### config.mk
export PLATFORM = sky130hd
export DESIGN_NAME = pc_xt_chipset
export DESIGN_NICKNAME = d
export VERILOG_FILES = /design/src/design/chipset_pkg.sv /design/src/design/address_latch.sv /design/src/design/bus_cycle_fsm.sv /design/src/design/wait_state_counter.sv /design/src/design/refresh_timer.sv /design/src/design/chipset_data_path.sv /design/src/design/pc_xt_chipset.sv
export SDC_FILE = /design/constraint.sdc
export NUM_CORES = 1
export LEC_CHECK = 0
export BUFFER_PORTS_ARGS = -buffer_cell sky130_fd_sc_hd__buf_2
export CORE_ASPECT_RATIO = 1.4
export CORE_MARGIN = 3
export CORE_UTILIZATION = 30
export CTS_BUF_LIST = sky130_fd_sc_hd__clkbuf_8
export CTS_CLUSTER_SIZE = 25
export DETAILED_ROUTE_END_ITERATION = 7
export HOLD_SLACK_MARGIN = 0.06
export PLACE_DENSITY_LB_ADDON = 0.05
export SLEW_MARGIN = 30
export SYNTH_ARGS = -nofsm -noshare
export SYNTH_HDL_FRONTEND = slang
export SYNTH_SLANG_ARGS = --single-unit
### constraint.sdc
create_clock -name clock -period 2.4 [get_ports clock]
set_input_delay 0.12 -clock clock [delete_from_list [all_inputs] [get_ports clock]]
set_output_delay 0.12 -clock clock [all_outputs]
set_load 0.05 [all_outputs]
### src/design/chipset_pkg.sv
// PC/XT chipset shared definitions
package chipset_pkg;

    // Bus widths
    localparam int ADDRESS_WIDTH = 20;
    localparam int DATA_WIDTH    = 8;
    localparam int STATUS_WIDTH  = 3;
    localparam int WAIT_WIDTH    = 2;

    // Fixed waits for I/O cycles
    localparam logic [WAIT_WIDTH-1:0] IO_WAIT_CYCLES = WAIT_WIDTH'(1);

    // DMA channel 0 refresh interval in clocks
    localparam int REFRESH_PERIOD      = 18;
    localparam int REFRESH_COUNT_WIDTH = $clog2(REFRESH_PERIOD);
    localparam logic [REFRESH_COUNT_WIDTH-1:0] REFRESH_TERMINAL =
        REFRESH_COUNT_WIDTH'(REFRESH_PERIOD - 1);

    // 640 KB of RAM below this address
    localparam logic [ADDRESS_WIDTH-1:0] RAM_TOP    = 20'hA0000;
    localparam logic [15:0]              XTCTL_PORT = 16'h8888;

    // 8088 S2..S0 encodings
    typedef enum logic [STATUS_WIDTH-1:0] {
        int_ack    = 3'd0,
        io_read    = 3'd1,
        io_write   = 3'd2,
        halt       = 3'd3,
        code_fetch = 3'd4,
        mem_read   = 3'd5,
        mem_write  = 3'd6,
        passive    = 3'd7
    } bus_command_e;

    typedef enum logic [2:0] {
        idle = 3'd0,
        t1   = 3'd1,
        t2   = 3'd2,
        t3   = 3'd3,
        t4   = 3'd4
    } bus_state_e;

endpackage

### src/design/address_latch.sv
// Address latch and RAM decode
`timescale 1ns/1ps

module address_latch (
    input  logic                                  clock,
    input  logic                                  reset,
    input  logic                                  address_latch_enable,
    input  logic [chipset_pkg::ADDRESS_WIDTH-1:0] cpu_address,
    output logic [chipset_pkg::ADDRESS_WIDTH-1:0] address,
    output logic                                  ram_select_n
);

    // Captured at the end of T1
    always_ff @(posedge clock, posedge reset)
    begin
        if (reset)
            address <= '0;
        else if (address_latch_enable)
            address <= cpu_address;
    end

    // Conventional memory region
    assign ram_select_n = (address >= chipset_pkg::RAM_TOP);

endmodule

### src/design/bus_cycle_fsm.sv
// 8088 bus cycle state machine
`timescale 1ns/1ps

module bus_cycle_fsm (
    input  logic                                 clock,
    input  logic                                 reset,
    input  logic [chipset_pkg::STATUS_WIDTH-1:0] processor_status,
    input  logic                                 wait_done,
    output logic                                 address_latch_enable,
    output logic                                 wait_load,
    output chipset_pkg::bus_command_e            bus_command,
    output logic                                 io_read_n,
    output logic                                 io_write_n,
    output logic                                 memory_read_n,
    output logic                                 memory_write_n,
    output logic                                 interrupt_acknowledge_n,
    output logic                                 processor_ready
);

    chipset_pkg::bus_state_e   state;
    chipset_pkg::bus_state_e   next_state;
    chipset_pkg::bus_command_e status_command;
    chipset_pkg::bus_command_e decoded_command;
    logic                      cycle_start;
    logic                      strobe_active;

    assign status_command = chipset_pkg::bus_command_e'(processor_status);

    // Halt runs no cycle
    assign cycle_start = (status_command != chipset_pkg::passive)
                      && (status_command != chipset_pkg::halt);

    // Code fetch is an ordinary memory read on the bus
    assign decoded_command = (status_command == chipset_pkg::code_fetch)
                           ? chipset_pkg::mem_read : status_command;

    always_comb
    begin
        next_state = state;
        case (state)
            chipset_pkg::idle:
                if (cycle_start)
                    next_state = chipset_pkg::t1;
            chipset_pkg::t1:
                next_state = chipset_pkg::t2;
            chipset_pkg::t2:
                next_state = wait_done ? chipset_pkg::t4 : chipset_pkg::t3;
            chipset_pkg::t3:
                if (wait_done)
                    next_state = chipset_pkg::t4;
            chipset_pkg::t4:
                next_state = chipset_pkg::idle;
            default:
                next_state = chipset_pkg::idle;
        endcase
    end

    always_ff @(posedge clock, posedge reset)
    begin
        if (reset)
        begin
            state       <= chipset_pkg::idle;
            bus_command <= chipset_pkg::passive;
        end
        else
        begin
            state <= next_state;
            if ((state == chipset_pkg::idle) && cycle_start)
                bus_command <= decoded_command;
        end
    end

    assign strobe_active        = (state == chipset_pkg::t2) || (state == chipset_pkg::t3);
    assign address_latch_enable = (state == chipset_pkg::t1);
    assign wait_load            = (state == chipset_pkg::t2);

    // Command strobes low through T2 and T3
    assign io_read_n      = ~(strobe_active && (bus_command == chipset_pkg::io_read));
    assign io_write_n     = ~(strobe_active && (bus_command == chipset_pkg::io_write));
    assign memory_read_n  = ~(strobe_active && (bus_command == chipset_pkg::mem_read));
    assign memory_write_n = ~(strobe_active && (bus_command == chipset_pkg::mem_write));
    assign interrupt_acknowledge_n =
        ~(strobe_active && (bus_command == chipset_pkg::int_ack));

    // Ready drops until the waits run out
    assign processor_ready = ~(strobe_active && ~wait_done);

endmodule

### src/design/wait_state_counter.sv
// Bus cycle wait-state counter
`timescale 1ns/1ps

module wait_state_counter (
    input  logic                               clock,
    input  logic                               reset,
    input  logic                               wait_load,
    input  chipset_pkg::bus_command_e          bus_command,
    input  logic                               ram_select_n,
    input  logic [chipset_pkg::WAIT_WIDTH-1:0] ram_read_wait_cycle,
    input  logic [chipset_pkg::WAIT_WIDTH-1:0] ram_write_wait_cycle,
    input  logic                               io_channel_ready,
    output logic                               wait_done
);

    logic [chipset_pkg::WAIT_WIDTH-1:0] wait_cycles;
    logic [chipset_pkg::WAIT_WIDTH-1:0] load_count;
    logic [chipset_pkg::WAIT_WIDTH-1:0] count;

    always_comb
    begin
        case (bus_command)
            chipset_pkg::mem_read:
                wait_cycles = ram_select_n ? '0 : ram_read_wait_cycle;
            chipset_pkg::mem_write:
                wait_cycles = ram_select_n ? '0 : ram_write_wait_cycle;
            chipset_pkg::io_read,
            chipset_pkg::io_write:
                wait_cycles = chipset_pkg::IO_WAIT_CYCLES;
            default:
                wait_cycles = '0;
        endcase
    end

    // T2 itself covers the first wait
    assign load_count = (wait_cycles == '0) ? '0 : wait_cycles - chipset_pkg::WAIT_WIDTH'(1);

    always_ff @(posedge clock, posedge reset)
    begin
        if (reset)
            count <= '0;
        else if (wait_load)
            count <= load_count;
        // Holds while the channel is not ready
        else if (io_channel_ready && (count != '0))
            count <= count - chipset_pkg::WAIT_WIDTH'(1);
    end

    assign wait_done = io_channel_ready && (wait_load ? (wait_cycles == '0) : (count == '0));

endmodule

### src/design/refresh_timer.sv
// DMA refresh request timer
`timescale 1ns/1ps

module refresh_timer (
    input  logic clock,
    input  logic reset,
    input  logic dma_acknowledge_0_n,
    output logic refresh_request
);

    logic [chipset_pkg::REFRESH_COUNT_WIDTH-1:0] refresh_count;
    logic                                        terminal_count;

    assign terminal_count = (refresh_count == chipset_pkg::REFRESH_TERMINAL);

    always_ff @(posedge clock, posedge reset)
    begin
        if (reset)
            refresh_count <= '0;
        else if (terminal_count)
            refresh_count <= '0;
        else
            refresh_count <= refresh_count + 1'b1;
    end

    // Acknowledge wins over a new request
    always_ff @(posedge clock, posedge reset)
    begin
        if (reset)
            refresh_request <= 1'b0;
        else if (~dma_acknowledge_0_n)
            refresh_request <= 1'b0;
        else if (terminal_count)
            refresh_request <= 1'b1;
    end

endmodule

### src/design/chipset_data_path.sv
// Chipset read data steering and xtctl
`timescale 1ns/1ps

module chipset_data_path (
    input  logic                                  clock,
    input  logic                                  reset,
    input  logic [chipset_pkg::ADDRESS_WIDTH-1:0] address,
    input  logic [chipset_pkg::DATA_WIDTH-1:0]    cpu_write_data,
    input  logic                                  io_read_n,
    input  logic                                  io_write_n,
    input  logic                                  memory_read_n,
    input  logic                                  interrupt_acknowledge_n,
    input  logic                                  ram_select_n,
    input  logic [chipset_pkg::DATA_WIDTH-1:0]    ram_data_in,
    input  logic [chipset_pkg::DATA_WIDTH-1:0]    data_bus_ext,
    output logic [chipset_pkg::DATA_WIDTH-1:0]    cpu_read_data,
    output logic [chipset_pkg::DATA_WIDTH-1:0]    data_bus,
    output logic                                  data_bus_direction,
    output logic [chipset_pkg::DATA_WIDTH-1:0]    xtctl
);

    logic xtctl_selected;

    // I/O space decodes 16 bits only
    assign xtctl_selected = (address[15:0] == chipset_pkg::XTCTL_PORT);

    // Last strobe clock leaves the final value
    always_ff @(posedge clock, posedge reset)
    begin
        if (reset)
            xtctl <= '0;
        else if (~io_write_n && xtctl_selected)
            xtctl <= cpu_write_data;
    end

    always_comb
    begin
        cpu_read_data      = '0;
        data_bus_direction = 1'b0;
        if (~io_read_n && xtctl_selected)
            cpu_read_data = xtctl;
        else if (~memory_read_n && ~ram_select_n)
            cpu_read_data = ram_data_in;
        else if (~io_read_n || ~memory_read_n || ~interrupt_acknowledge_n)
        begin
            // Read from a card on the bus
            cpu_read_data      = data_bus_ext;
            data_bus_direction = 1'b1;
        end
    end

    assign data_bus = cpu_write_data;

endmodule

### src/design/pc_xt_chipset.sv
// PC/XT bus controller top level
`timescale 1ns/1ps

module pc_xt_chipset (
    input  logic                                  clock,
    input  logic                                  reset,
    // CPU side
    input  logic [chipset_pkg::ADDRESS_WIDTH-1:0] cpu_address,
    input  logic [chipset_pkg::DATA_WIDTH-1:0]    cpu_write_data,
    input  logic [chipset_pkg::STATUS_WIDTH-1:0]  processor_status,
    output logic [chipset_pkg::DATA_WIDTH-1:0]    cpu_read_data,
    output logic                                  processor_ready,
    // Expansion bus
    output logic [chipset_pkg::ADDRESS_WIDTH-1:0] address,
    output logic                                  address_latch_enable,
    output logic                                  io_read_n,
    output logic                                  io_write_n,
    output logic                                  memory_read_n,
    output logic                                  memory_write_n,
    output logic                                  interrupt_acknowledge_n,
    output logic [chipset_pkg::DATA_WIDTH-1:0]    data_bus,
    input  logic [chipset_pkg::DATA_WIDTH-1:0]    data_bus_ext,
    output logic                                  data_bus_direction,
    input  logic                                  io_channel_ready,
    // RAM
    output logic                                  ram_select_n,
    input  logic [chipset_pkg::DATA_WIDTH-1:0]    ram_data_in,
    input  logic [chipset_pkg::WAIT_WIDTH-1:0]    ram_read_wait_cycle,
    input  logic [chipset_pkg::WAIT_WIDTH-1:0]    ram_write_wait_cycle,
    // DMA refresh
    output logic                                  refresh_request,
    input  logic                                  dma_acknowledge_0_n,
    output logic [chipset_pkg::DATA_WIDTH-1:0]    xtctl
);

    logic                      wait_load;
    logic                      wait_done;
    chipset_pkg::bus_command_e bus_command;

    bus_cycle_fsm i_bus_cycle_fsm (
        .clock                   (clock),
        .reset                   (reset),
        .processor_status        (processor_status),
        .wait_done               (wait_done),
        .address_latch_enable    (address_latch_enable),
        .wait_load               (wait_load),
        .bus_command             (bus_command),
        .io_read_n               (io_read_n),
        .io_write_n              (io_write_n),
        .memory_read_n           (memory_read_n),
        .memory_write_n          (memory_write_n),
        .interrupt_acknowledge_n (interrupt_acknowledge_n),
        .processor_ready         (processor_ready)
    );

    wait_state_counter i_wait_state_counter (
        .clock                (clock),
        .reset                (reset),
        .wait_load            (wait_load),
        .bus_command          (bus_command),
        .ram_select_n         (ram_select_n),
        .ram_read_wait_cycle  (ram_read_wait_cycle),
        .ram_write_wait_cycle (ram_write_wait_cycle),
        .io_channel_ready     (io_channel_ready),
        .wait_done            (wait_done)
    );

    refresh_timer i_refresh_timer (
        .clock               (clock),
        .reset               (reset),
        .dma_acknowledge_0_n (dma_acknowledge_0_n),
        .refresh_request     (refresh_request)
    );

    address_latch i_address_latch (
        .clock                (clock),
        .reset                (reset),
        .address_latch_enable (address_latch_enable),
        .cpu_address          (cpu_address),
        .address              (address),
        .ram_select_n         (ram_select_n)
    );

    chipset_data_path i_chipset_data_path (
        .clock                   (clock),
        .reset                   (reset),
        .address                 (address),
        .cpu_write_data          (cpu_write_data),
        .io_read_n               (io_read_n),
        .io_write_n              (io_write_n),
        .memory_read_n           (memory_read_n),
        .interrupt_acknowledge_n (interrupt_acknowledge_n),
        .ram_select_n            (ram_select_n),
        .ram_data_in             (ram_data_in),
        .data_bus_ext            (data_bus_ext),
        .cpu_read_data           (cpu_read_data),
        .data_bus                (data_bus),
        .data_bus_direction      (data_bus_direction),
        .xtctl                   (xtctl)
    );

endmodule

==> results of run 1 <==
## repair_timing
action	CTS	global route
setup buffers	2	0
setup endpoints to repair	9	9
resized for setup	7	13
hold endpoints to repair	40	0
cloned	0	0
pin swaps	2	5
hold buffers	27	0
## power by group
| part | switching, W | internal [W] |
|---|---|---|
| clock network | 0.000254 | 0.000310 |
| logic | 0.00189 | 0.00101 |
| registers | 0.000258 | 0.000979 |
| total | 0.00240 | 0.00230 |
## layer usage
metal,wire [um],share of wire
met2,3105,0.51
met5,0,0
met4,72,0.012
met1,2503,0.41
met3,368,0.061
## stage by stage
step / utilization / cells / cell area, um2 / worst slack (ps) / TNS [ps]
final: 0.4705 / 414 / 3327 / 106.5 / 0
after CTS: 0.4611 / 414 / 3261 / 37.89 / 0
after global placement: 0.3997 / 377 / 2826 / 231.0 / 0
after global routing: 0.4705 / 414 / 3327 / -7.865 / -7.865
after detailed placement: 0.3997 / 377 / 2826 / 208.5 / 0
after floorplan: - / 183 / 2226 / 17.74 / 0
## layout make-up
class | count | area (um2)
Fill cell | 702 | 3745
Inverter | 8 | 30.03
Tap cell | 95 | 118.9
Clock buffer | 5 | 68.82
Timing Repair Buffer | 141 | 864.6
Clock inverter | 3 | 45.04
Multi-Input combinational cell | 120 | 1144
Sequential cell | 42 | 1056
## registers in the layout, indices dropped and copies added (netlist names)
register / cells
i_address_latch.address: 20
i_bus_cycle_fsm.bus_command: 3
i_bus_cycle_fsm.state: 3
i_chipset_data_path.xtctl: 8
i_refresh_timer.refresh_count: 5
i_refresh_timer.refresh_request: 1
i_wait_state_counter.count: 2
## cells by family after synthesis
logic type      Yosys count
compound gates           36
xor+xnor                  2
fa+ha+maj                 6
buf+inv                  21
flops                    42
mux                      36
simple gates             40
## cell usage in the layout (no fill, tap or decap), types with 2 or more instances in the layout
cell / instances
mux2_4: 7
ha_1: 3
nand2_1: 4
dfstp_2: 3
mux2_2: 29
nor3_1: 2
nor4b_2: 4
a21oi_1: 8
nand3_1: 2
clkinvlp_4: 2
clkbuf_8: 5
a22o_1: 7
xnor2_1: 2
inv_1: 7
dlygate4sd3_1: 27
buf_2: 106
o21a_1: 3
dfrtp_1: 38
buf_4: 6
ha_4: 2
a22oi_2: 2
nor3b_2: 2
o21ai_0: 4
nor2b_1: 2
nor2_1: 10
## worst max path at each step
stage                     slack [ps]  cells past startpoint          endpoint
after floorplan                   20                      4   processor_ready
after global placement           230                      5  cpu_read_data[0]
after detailed placement         210                      7   processor_ready
after CTS                         40                      7   processor_ready
after global routing              -8                      7   processor_ready
final                            110                      7  cpu_read_data[2]
==> metrics.md, run 1 <==
| Metric | Value |
|---|---|
| Largest delay share family, worst path | `compound AO/OA/AOI/OAI gates` |
| H-tree depth | `2` |
| Register area share after synthesis | `0.4744` |
| Reg2Reg Depth | `5` |
| Crit path largest cell delay | `550 ps` |
| Largest net degree at the start of global routing | `22` |
| Clock Latency Late Sink | `290 ps` |
| GR Overflow Total | `0` |
| First-iteration detailed-routing DRC count | `between 60 and 70` |
| Leakage | `1.579 nW` |
| Synthesized cell area | `0.002223 mm2` |
| DRT antenna net count | `0` |
| Share of post-route cells with drive strength above 1 | `0.5737` |
| Worst Setup SP | `i_bus_cycle_fsm.bus_command[1]` |
| MaxCap Viol Count | `0` |
| Clock Sinks | `42` |
| Routed WL | `a little over 6 mm` |
| Cells along the critical path | `inv_1 -> ha_4 -> o211ai_1 -> a21boi_4 -> a22o_1 -> mux2_4 -> buf_2` |
| Worst-path clk slew | `90 ps` |
| # DRC | `0` |
| Worst reg2reg setup slack | `450 ps` |
| CTS tree | `built` |
| Max-slew headroom | `0.5825` |
| Core ar. | `0.007072 mm2` |
| FP Rows | `36` |
| Count leader, synth | `dfrtp_1` |
| Drt pass-1 iters | `4` |
| Pwr per Cell Area | `1411 mW/mm2` |
| Fin Hold WS | `about 74 ps` |
| Root Driver | `clkbuf_8` |
| Initial Utilization | `0.3144` |
| Number of CTS-inserted buffers | `5` |
| Final Max Slew Viols | `0` |
| GRT Max-Usage Layer | `met2` |
| Setup CP Type | `flop to output port` |
| R2r startpoint | `i_address_latch.address[8]` |
| Critical path endpoint category | `output port` |
| Global-route wire length before repair | `between 9 and 10 mm` |
| Worst hold path class | `input port to flop` |
| Post-Syn Instances | `183` |
| Synth cell count leaders | `dfrtp_1, mux2_2, nor2_1, buf_4` |
| Layout area overhead | `49.63%` |
| Ys flop type | `dfrtp_1` |
| Area share of fa/ha/maj cells after synthesis | `0.03376` |
| Post-synth ARST share | `1.000` |
| Final setup vio count | `0` |
| Crit start category | `flop` |
| Met3 Resource Use GR | `0.02764` |
| Met2 Resource Use GR | `0.2509` |
| Synth area leaders | `dfrtp_1, mux2_2, mux2_4` |
| Worst Hold Path EP | `i_chipset_data_path.xtctl[5]` |
| N_diodes | `0` |
| Critical Path AT | `2170 ps` |
| Complex-gate fraction of the synthesized area | `0.1159` |
| Worst-case clock buffer depth | `2` |
| Worst-Margin Slew | `between 600 and 700 ps` |
| Post-synth EDFFs | `0` |
| PortBufs | `108` |
| Seq cells post-synth | `42` |
| Met1 Track Usage GR | `0.1722` |
| Reg-to-reg critical path endpoint | `i_chipset_data_path.xtctl[7]` |
| Vias in the first global route | `just over 2000` |
| Vias per cell | `4.611` |
| Number of synthesis warnings | `0` |
| Post-Syn Nets | `244` |
| Final Hold Fails | `0` |
| Final period utilization | `0.9556` |
| Die W | `78.76 um` |
| Post-synth top area share | `0.4389` |
| CP Max Fanout | `8` |
| Unique masters post-synth | `45` |
| Clk_skew | `8.034 ps` |
| Largest family of logic cells by synthesized area | `multiplexers` |
| CP required | `2280 ps` |
| XOR/XNOR Fraction of Synth Area | `0.007878` |
| Via count | `1909` |
| Antenna violations before repair | `0` |
| Pwr Total | `approximately 0.0047 W` |
| Post-synthesis area per instance | `12.15 um2` |
| Maximum VDD drop | `~0.00086 V` |
| Number of I/O pins | `approximately 110` |
| Fin crit period | `2293 ps` |
| Synth area leader | `dfrtp_1` |
| Status | `completed` |
| Hold Path Stages | `2` |
| Hold path startpoint | `cpu_write_data[5]` |
| Buf/Inv on CP | `2` |
| Die area | `0.008495 mm2` |
| Wire per inst | `14.61 um` |
| Simple-gate share of the synthesized area | `0.1182` |
| Total Routing Usage GR | `0.1434` |
| Detailed placer's ending HPWL | `approximately 4.4 mm` |
| CP max-delay cell | `dfstp_2` |
| Max Freq | `436.0 MHz` |
| Die height | `between 100 and 150 um` |
| Routability cong. | `approximately 0.72` |
| Post-synthesis mux area share | `0.1941` |
| Final #Nets | `379` |
(Power assumes the default switching activity.)
==> run 2: changes to the inputs <==
==> constraint.sdc (replaced) <==
create_clock -name clock -period 2.4 [get_ports clock]
set_input_delay 0.24 -clock clock [delete_from_list [all_inputs] [get_ports clock]]
set_output_delay 0.24 -clock clock [all_outputs]
set_load 0.05 [all_outputs]
==> metrics.md, run 2 (synthesis results as in run 1) <==
| Metric | Value |
|---|---|
| Status | `completed` |
| Worst-Margin Slew | `491.9 ps (-130.5 ps)` |
| R2r startpoint | `i_address_latch.address[2]` |
| Fin crit period | `2358 ps (+64.26 ps)` |
| Max Freq | `424.1 MHz (-2.7%)` |
| Initial Utilization | `0.3144 (unchanged)` |
| Final setup vio count | `0 (unchanged)` |
| Number of I/O pins | `109 (unchanged)` |
| Hold path startpoint | `dma_acknowledge_0_n` |
| Clock Latency Late Sink | `290 ps (about the same)` |
| Sequential Power Share | `0.247 (-0.017)` |
| Vias per cell | `4.721 (+2.4%)` |
| GR Overflow Total | `0 (unchanged)` |
| Routed WL | `5.741 mm (-5.1%)` |
| MaxCap Viol Count | `0 (unchanged)` |
| Layout area overhead | `44.23%` |
| Wire per inst | `14.57 um (-0.29%)` |
| Final period utilization | `0.9824 (+0.02678)` |
| Critical path endpoint category | `output port` |
| Die height | `107.9 um (unchanged)` |
| Drt pass-1 iters | `3 (-1)` |
| Final Cell Area | `0.003207 mm2 (-3.6%)` |
| P_sw | `0.002418 W (+0.80%)` |
| Maximum VDD drop | `0.0007518 V (-12%)` |
| Detailed placer's ending HPWL | `4.397 mm (-0.67%)` |
| Worst reg2reg setup slack | `320 ps (-130 ps)` |
| Crit start category | `flop` |
| RSZ-0062 raised after global routing | `true` |
| Vias in the first global route | `1951 (-3.5%)` |
| Share of post-route cells with drive strength above 1 | `0.6388 (+0.06513)` |
| Most common cell after layout, fill and taps aside | `buf_2` |
| Clock Sinks | `42 (unchanged)` |
| Largest Register | `i_address_latch.address` |
| Leakage | `1.533 nW (-2.9%)` |
| Fin Hold WS | `149.8 ps (+76.27 ps)` |
| Core ar. | `0.007072 mm2 (unchanged)` |
| CP max-delay cell | `dfstp_2` |
| Number of CTS-inserted buffers | `5 (unchanged)` |
| CP required | `2160 ps (-120 ps)` |
| Clk_skew | `9.183 ps (+1.149 ps)` |
| N_diodes | `0 (unchanged)` |
| Via count | `1860 (-2.6%)` |
| Total Routing Usage GR | `0.1339 (-0.009505)` |
| Routability cong. | `0.7062 (-2.0%)` |
| Comb pwr share | `0.614 (-0.002)` |
| # DRC | `0 (unchanged)` |
| DRT antenna net count | `0 (unchanged)` |
| Die area | `0.008495 mm2 (unchanged)` |
| Global-route wire length before repair | `9.101 mm (-4.9%)` |
| Final Max Slew Viols | `0 (unchanged)` |
| H-tree depth | `2 (unchanged)` |
| Worst-case clock buffer depth | `2 (unchanged)` |
| Root Driver | `clkbuf_8` |
| Max reg flops | `20 (unchanged)` |
| Worst Setup SP | `i_bus_cycle_fsm.bus_command[0]` |
| PortBufs | `108 (unchanged)` |
| Crit path largest cell delay | `570 ps (+20 ps)` |
| Switching share of total power | `0.4861 (-0.02491)` |
| Antenna violations before repair | `0 (unchanged)` |
| Worst-path clk slew | `80 ps (about the same)` |
| Final Hold Fails | `0 (unchanged)` |
| First-iteration detailed-routing DRC count | `35 (-43%)` |
| Final #Nets | `359 (-5.3%)` |
| Cells along the critical path | `inv_2 -> ha_4 -> a22oi_2 -> o22ai_2 -> a311oi_2 -> nand2b_4 -> buf_8` |
| Post-layout util | `0.4535 (-0.01699)` |
| Pwr per Cell Area | `1551 mW/mm2 (+9.9%)` |
| FP Rows | `36 (unchanged)` |
| Critical Path AT | `2120 ps (-50 ps)` |
| Die W | `78.76 um (unchanged)` |
| Worst hold path class | `input port to flop` |
| Commonest cells after routing, fill and taps aside | `buf_2, dfrtp_1, mux2_2` |
| Largest net degree at the start of global routing | `29 (+32%)` |
| Max-slew headroom | `0.6714 (+0.08885)` |
| CTS tree | `built` |
| Placed cell area | `0.002867 mm2 (+1.4%)` |
| Clock network fraction of total power | `0.140 (+0.020)` |
| Internal power | `0.002557 W (+11%)` |
| Top Registers | `i_address_latch.address x20, i_chipset_data_path.xtctl x8, i_refresh_timer.refresh_count x5` |
| Setup CP Type | `flop to output port` |
| CP Max Fanout | `5 (-3)` |
==> run 2: repair_timing <==
action,CTS,global route
pin swaps,2,9
hold buffers,1,0
endpoints found under the setup margin,9,9
endpoints found under the hold margin,23,0
gates resized for setup,21,18
setup buffers,0,4
==> run 2: metrics by stage <==
stage	worst slack, ps	power [W]	setup TNS [ps]	instances
3_3_place_gp	190.5	0.003959	0	382
5_1_grt	-64.38	0.005272	-122.4	394
6_report	42.24	0.004975	0	394
2_1_floorplan	-93.28	0.003311	-93.28	183
4_1_cts	-10.07	0.004799	-10.07	391
3_5_place_dp	126.5	0.003952	0	382
==> run 2: layer usage <==
metal,vias to the layer above,part of all wire,track usage
li1,891,-,-
met1,886,0.41,0.1599
met3,6,0.090,0.03769
met2,77,0.49,0.2327
met4,0,0.011,0.03750
met5,-,0,0
==> run 2: worst max-delay path, delay by kind of cell (launching register included) <==
kind | cells | cell delay (ps)
adders and majority gates | 1 | 180
DFF | 1 | 570
buffers and inverters | 2 | 210
AOI/OAI and AO/OA | 3 | 690
and+or+nand+nor | 1 | 190
==> run 2: cell type report <==
| cell class | count | area, um2 |
|---|---|---|
| inverters | 8 | 31.28 |
| clock buffers | 6 | 82.58 |
| repair buffers | 121 | 708.2 |
| fillers | 698 | 3865 |
| clock inverters | 2 | 60.06 |
| flip-flops and latches | 42 | 1056 |
| multi-input cells | 120 | 1150 |
| well taps | 95 | 118.9 |
==> run 2: worst paths after layout <==
path	to	cells after the start
worst min-delay path	i_refresh_timer.refresh_request	2
worst max-delay path	processor_ready	7
max in group asynchronous	i_chipset_data_path.xtctl[5]	4
min in group asynchronous	i_address_latch.address[13]	3
worst min register to register	i_refresh_timer.refresh_count[0]	1
worst max register to register	i_chipset_data_path.xtctl[7]	6
==> run 2: power by group through the flow <==
stage / combinational [W] / clock (W) / sequential, W
after CTS: 0.00286 / 0.000718 / 0.00122
after global placement: 0.00272 / 0 / 0.00123
after global routing: 0.00325 / 0.000742 / 0.00128
after detailed placement: 0.00272 / 0 / 0.00123
final: 0.00305 / 0.000695 / 0.00123
after floorplan: 0.00154 / 0 / 0.00177
